<file path="src/hw/state_id_pkg.sv">
package state_id_pkg;

    // --------------------------------------------------
    // Widths and sizes
    // --------------------------------------------------
    localparam int ID_WID  = 4;
    localparam int KEY_WID = 8;
    localparam int NUM_IDS = 2 ** ID_WID;

    // --------------------------------------------------
    // Types
    // --------------------------------------------------
    typedef logic [ID_WID-1:0]  id_t;
    typedef logic [KEY_WID-1:0] key_t;

    // Deletion sequence, in the order a normal delete walks through it
    typedef enum logic [3:0] {
        RESET          = 4'd0,
        IDLE           = 4'd1,
        REVMAP_REQ     = 4'd2,
        REVMAP_PENDING = 4'd3,
        DELETE_REQ     = 4'd4,
        DELETE_PENDING = 4'd5,
        DEALLOC_ID     = 4'd6,
        DONE           = 4'd7,
        ERROR          = 4'd8
    } delete_state_t;

endpackage : state_id_pkg

</file>
<file path="src/hw/db_intf.sv">
`timescale 1ns/1ps

interface db_intf
    import state_id_pkg::*;
();

    logic req;
    logic rdy;
    key_t key;
    logic ack;
    logic error;

    // Side that issues delete-by-key requests
    modport requester (
        output req, key,
        input  rdy, ack, error
    );

    // Side that owns the keys and answers
    modport responder (
        input  req, key,
        output rdy, ack, error
    );

endinterface : db_intf

</file>
<file path="src/hw/mem_intf.sv">
`timescale 1ns/1ps

// Write side of a simple RAM
interface mem_wr_intf
    import state_id_pkg::*;
();

    logic req;
    logic rdy;
    id_t  addr;
    key_t data;

    modport controller (
        output req, addr, data,
        input  rdy
    );

    modport memory (
        input  req, addr, data,
        output rdy
    );

endinterface : mem_wr_intf

// Read side, data returns one cycle after the request
interface mem_rd_intf
    import state_id_pkg::*;
();

    logic req;
    logic rdy;
    id_t  addr;
    logic ack;
    key_t data;

    modport controller (
        output req, addr,
        input  rdy, ack, data
    );

    modport memory (
        input  req, addr,
        output rdy, ack, data
    );

endinterface : mem_rd_intf

</file>
<file path="src/hw/id_allocator.sv">
`timescale 1ns/1ps

module id_allocator
    import state_id_pkg::*;
(
    input  logic clk,
    input  logic srst,

    output logic init_done,

    input  logic alloc_req,
    output logic alloc_rdy,
    output id_t  alloc_id,

    input  logic dealloc_req,
    output logic dealloc_rdy,
    input  id_t  dealloc_id
);

    // --------------------------------------------------
    // Signals
    // --------------------------------------------------
    logic [NUM_IDS-1:0] used;
    id_t                init_cnt;
    logic               any_free;

    // --------------------------------------------------
    // Init sweep
    // --------------------------------------------------
    // One entry per cycle, done after the last ID
    always_ff @(posedge clk) begin
        if (srst) begin
            init_cnt  <= '0;
            init_done <= 1'b0;
        end else if (!init_done) begin
            init_cnt <= init_cnt + 1'b1;
            if (init_cnt == id_t'(NUM_IDS - 1)) begin
                init_done <= 1'b1;
            end
        end
    end

    // --------------------------------------------------
    // Lowest free ID
    // --------------------------------------------------
    // Scan from the top so the lowest clear bit wins
    always_comb begin
        alloc_id = '0;
        for (int i = NUM_IDS - 1; i >= 0; i--) begin
            if (!used[i]) begin
                alloc_id = id_t'(i);
            end
        end
    end

    assign any_free = ~&used;

    assign alloc_rdy   = init_done && any_free;
    assign dealloc_rdy = init_done;

    // --------------------------------------------------
    // Used bits
    // --------------------------------------------------
    always_ff @(posedge clk) begin
        if (!init_done) begin
            used[init_cnt] <= 1'b0;
        end else begin
            if (alloc_req && alloc_rdy) begin
                used[alloc_id] <= 1'b1;
            end
            // An ID being freed is never the one being handed out
            if (dealloc_req && dealloc_rdy) begin
                used[dealloc_id] <= 1'b0;
            end
        end
    end

endmodule : id_allocator

</file>
<file path="src/hw/rev_map_ram.sv">
`timescale 1ns/1ps

module rev_map_ram
    import state_id_pkg::*;
(
    input  logic       clk,
    input  logic       srst,

    mem_wr_intf.memory wr,
    mem_rd_intf.memory rd
);

    // --------------------------------------------------
    // Storage and sweep state
    // --------------------------------------------------
    key_t mem [NUM_IDS];

    id_t  init_cnt;
    logic init_done;

    // Zero every entry once after reset
    always_ff @(posedge clk) begin
        if (srst) begin
            init_cnt  <= '0;
            init_done <= 1'b0;
        end else if (!init_done) begin
            init_cnt <= init_cnt + 1'b1;
            if (init_cnt == id_t'(NUM_IDS - 1)) begin
                init_done <= 1'b1;
            end
        end
    end

    assign wr.rdy = init_done;

    // Write port, sweep has priority until it ends
    always_ff @(posedge clk) begin
        if (!init_done) begin
            mem[init_cnt] <= '0;
        end else if (wr.req) begin
            mem[wr.addr] <= wr.data;
        end
    end

    // --------------------------------------------------
    // Read port
    // --------------------------------------------------
    assign rd.rdy = 1'b1;

    always_ff @(posedge clk) begin
        if (rd.req) begin
            rd.data <= mem[rd.addr];
        end
    end

    always_ff @(posedge clk) begin
        if (srst) begin
            rd.ack <= 1'b0;
        end else begin
            rd.ack <= rd.req;
        end
    end

endmodule : rev_map_ram

</file>
<file path="src/hw/state_id_manager.sv">
`timescale 1ns/1ps

module state_id_manager
    import state_id_pkg::*;
(
    input  logic       clk,
    input  logic       srst,

    output logic       init_done,

    // Insert side
    output logic       insert_rdy,
    input  logic       insert_req,
    input  key_t       insert_key,
    output id_t        insert_id,
    output logic       insert_accept,

    // Delete by ID, from the application
    input  logic       delete_req,
    input  id_t        delete_id,
    output logic       delete_rdy,
    output logic       delete_ack,
    output logic       delete_error,
    output key_t       delete_key,

    // Delete by key, toward the key store
    db_intf.requester  del_by_key,

    output logic [7:0] delete_state_mon
);

    // --------------------------------------------------
    // Signals
    // --------------------------------------------------
    logic alloc_init_done;
    logic alloc_rdy;
    id_t  alloc_id;

    logic dealloc_req;
    logic dealloc_rdy;

    id_t  del_id_q;
    key_t del_key_q;

    delete_state_t state;
    delete_state_t nxt_state;

    mem_wr_intf revmap_wr ();
    mem_rd_intf revmap_rd ();

    // --------------------------------------------------
    // Allocator and reverse map
    // --------------------------------------------------
    id_allocator i_id_allocator (
        .clk         ( clk ),
        .srst        ( srst ),
        .init_done   ( alloc_init_done ),
        .alloc_req   ( insert_accept ),
        .alloc_rdy   ( alloc_rdy ),
        .alloc_id    ( alloc_id ),
        .dealloc_req ( dealloc_req ),
        .dealloc_rdy ( dealloc_rdy ),
        .dealloc_id  ( del_id_q )
    );

    rev_map_ram i_rev_map_ram (
        .clk  ( clk ),
        .srst ( srst ),
        .wr   ( revmap_wr ),
        .rd   ( revmap_rd )
    );

    assign init_done = alloc_init_done && revmap_wr.rdy;

    // Insert is combinational, both the ID and the RAM write land on the accepting edge
    assign insert_rdy    = alloc_rdy && revmap_wr.rdy;
    assign insert_accept = insert_req && insert_rdy;
    assign insert_id     = alloc_id;

    assign revmap_wr.req  = insert_accept;
    assign revmap_wr.addr = alloc_id;
    assign revmap_wr.data = insert_key;

    assign revmap_rd.addr = del_id_q;

    // --------------------------------------------------
    // Delete context
    // --------------------------------------------------
    always_ff @(posedge clk) begin
        if (delete_req && delete_rdy) begin
            del_id_q <= delete_id;
        end
    end

    always_ff @(posedge clk) begin
        if (revmap_rd.ack) begin
            del_key_q <= revmap_rd.data;
        end
    end

    assign del_by_key.key = del_key_q;
    assign delete_key     = del_key_q;

    // --------------------------------------------------
    // Deletion FSM
    // --------------------------------------------------
    always_ff @(posedge clk) begin
        if (srst) begin
            state <= RESET;
        end else begin
            state <= nxt_state;
        end
    end

    always_comb begin
        nxt_state      = state;
        delete_rdy     = 1'b0;
        delete_ack     = 1'b0;
        delete_error   = 1'b0;
        revmap_rd.req  = 1'b0;
        del_by_key.req = 1'b0;
        dealloc_req    = 1'b0;
        case (state)
            RESET: begin
                nxt_state = IDLE;
            end
            IDLE: begin
                // Hold off until both sweeps are finished
                delete_rdy = init_done;
                if (delete_req && init_done) nxt_state = REVMAP_REQ;
            end
            REVMAP_REQ: begin
                revmap_rd.req = 1'b1;
                if (revmap_rd.rdy) nxt_state = REVMAP_PENDING;
            end
            REVMAP_PENDING: begin
                if (revmap_rd.ack) nxt_state = DELETE_REQ;
            end
            DELETE_REQ: begin
                del_by_key.req = 1'b1;
                if (del_by_key.rdy) nxt_state = DELETE_PENDING;
            end
            DELETE_PENDING: begin
                if (del_by_key.ack) begin
                    // ID stays allocated when the key was not there
                    nxt_state = del_by_key.error ? ERROR : DEALLOC_ID;
                end
            end
            DEALLOC_ID: begin
                dealloc_req = 1'b1;
                if (dealloc_rdy) nxt_state = DONE;
            end
            DONE: begin
                delete_ack = 1'b1;
                nxt_state  = IDLE;
            end
            ERROR: begin
                delete_ack   = 1'b1;
                delete_error = 1'b1;
                nxt_state    = IDLE;
            end
            default: begin
                nxt_state = IDLE;
            end
        endcase
    end

    assign delete_state_mon = {4'b0000, state};

endmodule : state_id_manager

</file>
<file path="src/hw/key_presence_table.sv">
`timescale 1ns/1ps

module key_presence_table
    import state_id_pkg::*;
(
    input  logic      clk,
    input  logic      srst,

    // Accepted inserts
    input  logic      insert_strobe,
    input  key_t      insert_key,

    // Delete-by-key requests
    db_intf.responder del
);

    // --------------------------------------------------
    // Signals
    // --------------------------------------------------
    logic [2**KEY_WID-1:0] present;
    logic                  rdy_q;
    logic                  del_accept;

    assign del.rdy    = rdy_q;
    assign del_accept = del.req && rdy_q;

    // --------------------------------------------------
    // Presence bits and response
    // --------------------------------------------------
    always_ff @(posedge clk) begin
        if (srst) begin
            present   <= '0;
            rdy_q     <= 1'b0;
            del.ack   <= 1'b0;
            del.error <= 1'b0;
        end else begin
            rdy_q     <= 1'b1;
            // Answer one cycle after the request is taken
            del.ack   <= del_accept;
            del.error <= del_accept && !present[del.key];
            if (del_accept) begin
                present[del.key] <= 1'b0;
            end
            // Insert last, a same-cycle insert of the key keeps it present
            if (insert_strobe) begin
                present[insert_key] <= 1'b1;
            end
        end
    end

endmodule : key_presence_table

</file>
<file path="src/hw/state_tracker_top.sv">
`timescale 1ns/1ps

module state_tracker_top
    import state_id_pkg::*;
(
    input  logic       clk,
    input  logic       srst,

    input  logic       insert_req,
    input  key_t       insert_key,
    output logic       insert_rdy,
    output id_t        insert_id,

    input  logic       delete_req,
    input  id_t        delete_id,
    output logic       delete_rdy,
    output logic       delete_ack,
    output logic       delete_error,
    output key_t       delete_key,

    output logic       init_done,
    output logic [7:0] delete_state_mon
);

    logic insert_accept;

    db_intf del_if ();

    // --------------------------------------------------
    // ID side and key side
    // --------------------------------------------------
    state_id_manager i_state_id_manager (
        .clk              ( clk ),
        .srst             ( srst ),
        .init_done        ( init_done ),
        .insert_rdy       ( insert_rdy ),
        .insert_req       ( insert_req ),
        .insert_key       ( insert_key ),
        .insert_id        ( insert_id ),
        .insert_accept    ( insert_accept ),
        .delete_req       ( delete_req ),
        .delete_id        ( delete_id ),
        .delete_rdy       ( delete_rdy ),
        .delete_ack       ( delete_ack ),
        .delete_error     ( delete_error ),
        .delete_key       ( delete_key ),
        .del_by_key       ( del_if ),
        .delete_state_mon ( delete_state_mon )
    );

    key_presence_table i_key_presence_table (
        .clk           ( clk ),
        .srst          ( srst ),
        .insert_strobe ( insert_accept ),
        .insert_key    ( insert_key ),
        .del           ( del_if )
    );

endmodule : state_tracker_top

</file>
<file path="config.mk">
export PLATFORM = sky130hd
export DESIGN_NAME = state_tracker_top
export DESIGN_NICKNAME = d
export VERILOG_FILES = /design/src/hw/state_id_pkg.sv /design/src/hw/db_intf.sv /design/src/hw/mem_intf.sv /design/src/hw/id_allocator.sv /design/src/hw/rev_map_ram.sv /design/src/hw/state_id_manager.sv /design/src/hw/key_presence_table.sv /design/src/hw/state_tracker_top.sv
export SDC_FILE = /design/constraint.sdc
export NUM_CORES = 1
export LEC_CHECK = 0
export ABC_AREA = 1
export BUFFER_PORTS_ARGS = -buffer_cell sky130_fd_sc_hd__buf_2
export CORE_MARGIN = 2
export CORE_UTILIZATION = 58
export DETAILED_ROUTE_END_ITERATION = 10
export PLACE_DENSITY_LB_ADDON = 0.08
export SYNTH_ARGS = -nofsm -noshare
export SYNTH_HDL_FRONTEND = slang
export SYNTH_SLANG_ARGS = --single-unit
</file>
<file path="constraint.sdc">
create_clock -name clk -period 4.62 [get_ports clk]
set_clock_uncertainty 0.05 [all_clocks]
set_input_delay 0.231 -clock clk [delete_from_list [all_inputs] [get_ports clk]]
set_output_delay 0.231 -clock clk [all_outputs]
set_load 0.02 [all_outputs]
</file>
==> flow_summary_export.csv <==
group,metric,value,unit
drt,vias,18100,
power,clkPwrFrac,44.6,%
drt,met1_length,26100,µm
placement,dp_hpwl,38500,µm
synthesis,synthFlopType,"dfxtp_1",
critical_path,start_kind,"flip-flop",
synthesis,yosys_warnings,0,
timing,tightest_slew,1250,ps
critical_path,cp_slowest_stage_delay,1080,ps
timing,post-route-period-util,79.5,%
drt,wl,64500,µm
worst_hold_path,holdPathStages,3,
synthesis,syn-instance-count,2359,
critical_path,critPathKind,"flip-flop to flip-flop",
power,vdd_drop_max,0.000322,V
drt,postRouteAntennaNets,0,
power,switchingPower,2.09,mW
synthesis,synth_area,19500,µm²
placement,gp_congestion,0.960,
floorplanning,die_w,187,µm
timing,holdWs,64.7,ps
timing,fin_crit,3670,ps
clocking,htree_levels,2,
finish,utilization,64.2,%
critical_path,crit_required,4960,ps
finish,syn2layout_area_growth,9.66,%
clocking,cts_buffer_depth,3,
timing,finalHoldViolCount,0,
drt,drc_errors,0,
critical_path,worst_setup_path_end_kind,"flip-flop",
placement,io_buffers,36,
drt,wl_met3,8290,µm
drt,drtIter0Drc,2639,
drt,drt_pass1_iterations,6,
critical_path,cp_cell_sequence,"nand2_1 -> inv_2 -> nand3_1 -> o21ai_0 -> a21oi_1",
timing,max_slew_margin,16.1,%
timing,rsz0062_at_grt,"no",
floorplanning,fp-row-count,67,
critical_path,worst-path-buf-inv,1,
global_routing,grt_max_degree,167,
clocking,post_cts_resized,0,
timing,fmax,0.272,GHz
drt,routedWlPerCell,23.0,µm
clocking,cts.reportedPaths.clkPinSlew,60,ps
global_routing,grtUsageTotal,36.1,%
critical_path,cp.arrival,4010,ps
floorplanning,start_util,58.5,%
timing,slew_violations,0,
worst_hold_path,whs_endpoint,"i_state_id_manager.del_id_q[0]",
synthesis,synth_edf_count,148,
clocking,clock_latency,570,ps
timing,finalSetupTns,0,ps
global_routing,grt_pass1_wl,98600,µm
placement,dpl.cell_count,2705,
power,p_sw_share,24.5,%
clocking,postCtsSetupBuffers,0,
worst_hold_path,hold_path_startpoint,"delete_req",
critical_path,cp-startpoint,"i_state_id_manager.del_by_key.key[1]",
global_routing,antenna_found_initial,7,
clocking,cts_sinks,438,
clocking,cts_root_buffer,"clkbuf_16",
power,power.leakage,7.32,nW
critical_path,rrSetupSlack,950,ps
power,pwr-share-comb,6.9,%
critical_path,crit_path_top_delay_cell,"edfxtp_1",
synthesis,ys_ff_latch,438,
floorplanning,die_y,187,µm
synthesis,postSynth.asyncResetShare,0,%
power,power_frac_seq,48.5,%
global_routing,grt_overflow,0,
critical_path,worstReg2RegStart,"i_state_id_manager.del_by_key.key[1]",
floorplanning,ios,41,
clocking,cts_made_buffers,46,
critical_path,r2r-end,"i_key_presence_table.present[126]",
critical_path,reg2reg_depth,5,
finish,nets,2330,
floorplanning,dieArea,35100,µm²
run_status,run_status,"finished clean",
critical_path,worst-path-max-fanout,35,
drt,dr_wl_met2,27900,µm
job,cap_violations,0,
synthesis,yosysUniqueCellTypes,43,
global_routing,grt_pass1_vias,17000,
synthesis,avgSynthCellArea,8.26,µm²
drt,via_per_inst,6.46,
worst_hold_path,hold_class,"primary input to flip-flop",
synthesis,seq_area_frac_synth,52.6,%
timing,setup_viol,0,
power,p_per_area,400,nW/µm²
clocking,cts_tree,"built",
drt,highest_layer,"met5",
critical_path,crit_family,"simple AND/OR/NAND/NOR gates",
finish,layout-drive-gt1-share,7.33,%
power,p_int,6.45,mW
finish,layout.cells.non_filler,2801,
floorplanning,core_area,33300,µm²
worst register-to-register path, delay by kind of cell (launching register included):
kind	cells	cell delay, ps
and+or+nand+nor	2	1140
DFF	1	1080
buffers and inverters	1	630
AOI/OAI and AO/OA	2	610
per-layer routing:
layer  global-route usage [%]  up-vias
li1                         -     8123
met5                     1.24        -
met2                     53.8     1182
met3                     10.0      166
met4                     13.5        4
met1                     50.4     8621
kinds of logic (layout without fill, tap and decap cells):
logic type | count (synthesis) | in the layout | synth area share [%]
AO/OA/AOI/OAI | 681 | 681 | 19.2
adder cells (fa/ha/maj) | 5 | 5 | 0.321
buffers and inverters | 264 | 248 | 5.72
flip-flops | 438 | 438 | 52.6
other | 1 | 11 | 0.0193
AND/OR/NAND/NOR | 970 | 970 | 22.1
synthesized netlist by cell type, drive strengths merged, types with 23 or more instances:
| master | number | area, µm² |
|---|---|---|
| a22oi | 98 | 736 |
| clkbuf | 133 | 499 |
| o21ai | 273 | 1370 |
| a21oi | 286 | 1440 |
| dfxtp | 290 | 5810 |
| buf | 43 | 285 |
| inv | 87 | 327 |
| nand4 | 23 | 159 |
| nand2 | 524 | 1970 |
| edfxtp | 148 | 4440 |
| nand3 | 267 | 1340 |
| nor3 | 35 | 360 |
| nor2 | 112 | 420 |
worst max-delay path by stage:
stage | end | slack [ps] | depth (start not counted)
finish | i_key_presence_table.present[126] | 950 | 5
global route | i_key_presence_table.present[74] | 750 | 5
CTS | i_key_presence_table.present[126] | 1070 | 5
detailed placement | i_key_presence_table.present[206] | 1120 | 5
global placement | i_key_presence_table.present[138] | 1210 | 5
floorplan | i_state_id_manager.i_rev_map_ram.mem[5][0] | 2050 | 12
what timing repair did:
item,4_1_cts,5_1_grt
setup endpoints to repair,0,0
hold buffers,4,0
endpoints found under the hold margin,4,0
cell usage in the layout, fill, tap and decap left out, types with 7 or more instances in the layout:
master / n
clkbuf_8: 11
diode_2: 7
nor3_1: 18
a22oi_1: 98
nor2_1: 107
dfxtp_1: 290
clkinv_1: 7
nand4_1: 22
a21oi_1: 285
nand2_1: 523
buf_2: 35
clkbuf_16: 49
buf_4: 34
o21ai_0: 273
nand3_1: 267
inv_1: 85
edfxtp_1: 148
nor3_4: 16
clkbuf_1: 11
stage by stage:
step / instance area, µm² / total power, mW / worst slack, ps
4_1_cts: 21300 / 8.52 / 1070
6_report: 21400 / 8.54 / 947
3_5_place_dp: 19700 / 4.78 / 1120
3_3_place_gp: 19700 / 4.77 / 1210
5_1_grt: 21300 / 8.73 / 751
2_1_floorplan: 19500 / 4.57 / 2050
state kept, by name, indices dropped and copies added (netlist names), 4 cells and up:
signal                                      cells
i_state_id_manager.i_rev_map_ram.mem          128
i_state_id_manager.i_id_allocator.init_cnt      4
i_state_id_manager.i_rev_map_ram.rd.data        8
i_state_id_manager.del_by_key.key               8
i_state_id_manager.del_id_q                     4
i_state_id_manager.i_rev_map_ram.init_cnt       4
i_state_id_manager.state                        4
i_key_presence_table.present                  256
i_state_id_manager.i_id_allocator.used         16
power groups by stage:
stage / combinational [mW] / clock, mW / sequential (mW)
floorplan: 0.368 / 0 / 4.21
global placement: 0.557 / 0 / 4.22
detailed placement: 0.563 / 0 / 4.22
CTS: 0.568 / 3.81 / 4.14
global route: 0.632 / 3.95 / 4.15
finish: 0.587 / 3.81 / 4.14
area by class of cell:
| cell class | count | area, µm² |
|---|---|---|
| fill | 2895 | 11900 |
| sequential | 438 | 10200 |
| multi-input combinational | 1660 | 8140 |
| clock buffer | 70 | 1410 |
| tap | 448 | 561 |
| timing repair buffer | 75 | 504 |
| inverter | 88 | 330 |
| clock inverter | 15 | 145 |
| antenna | 7 | 17.5 |
(Power assumes the default switching activity.)
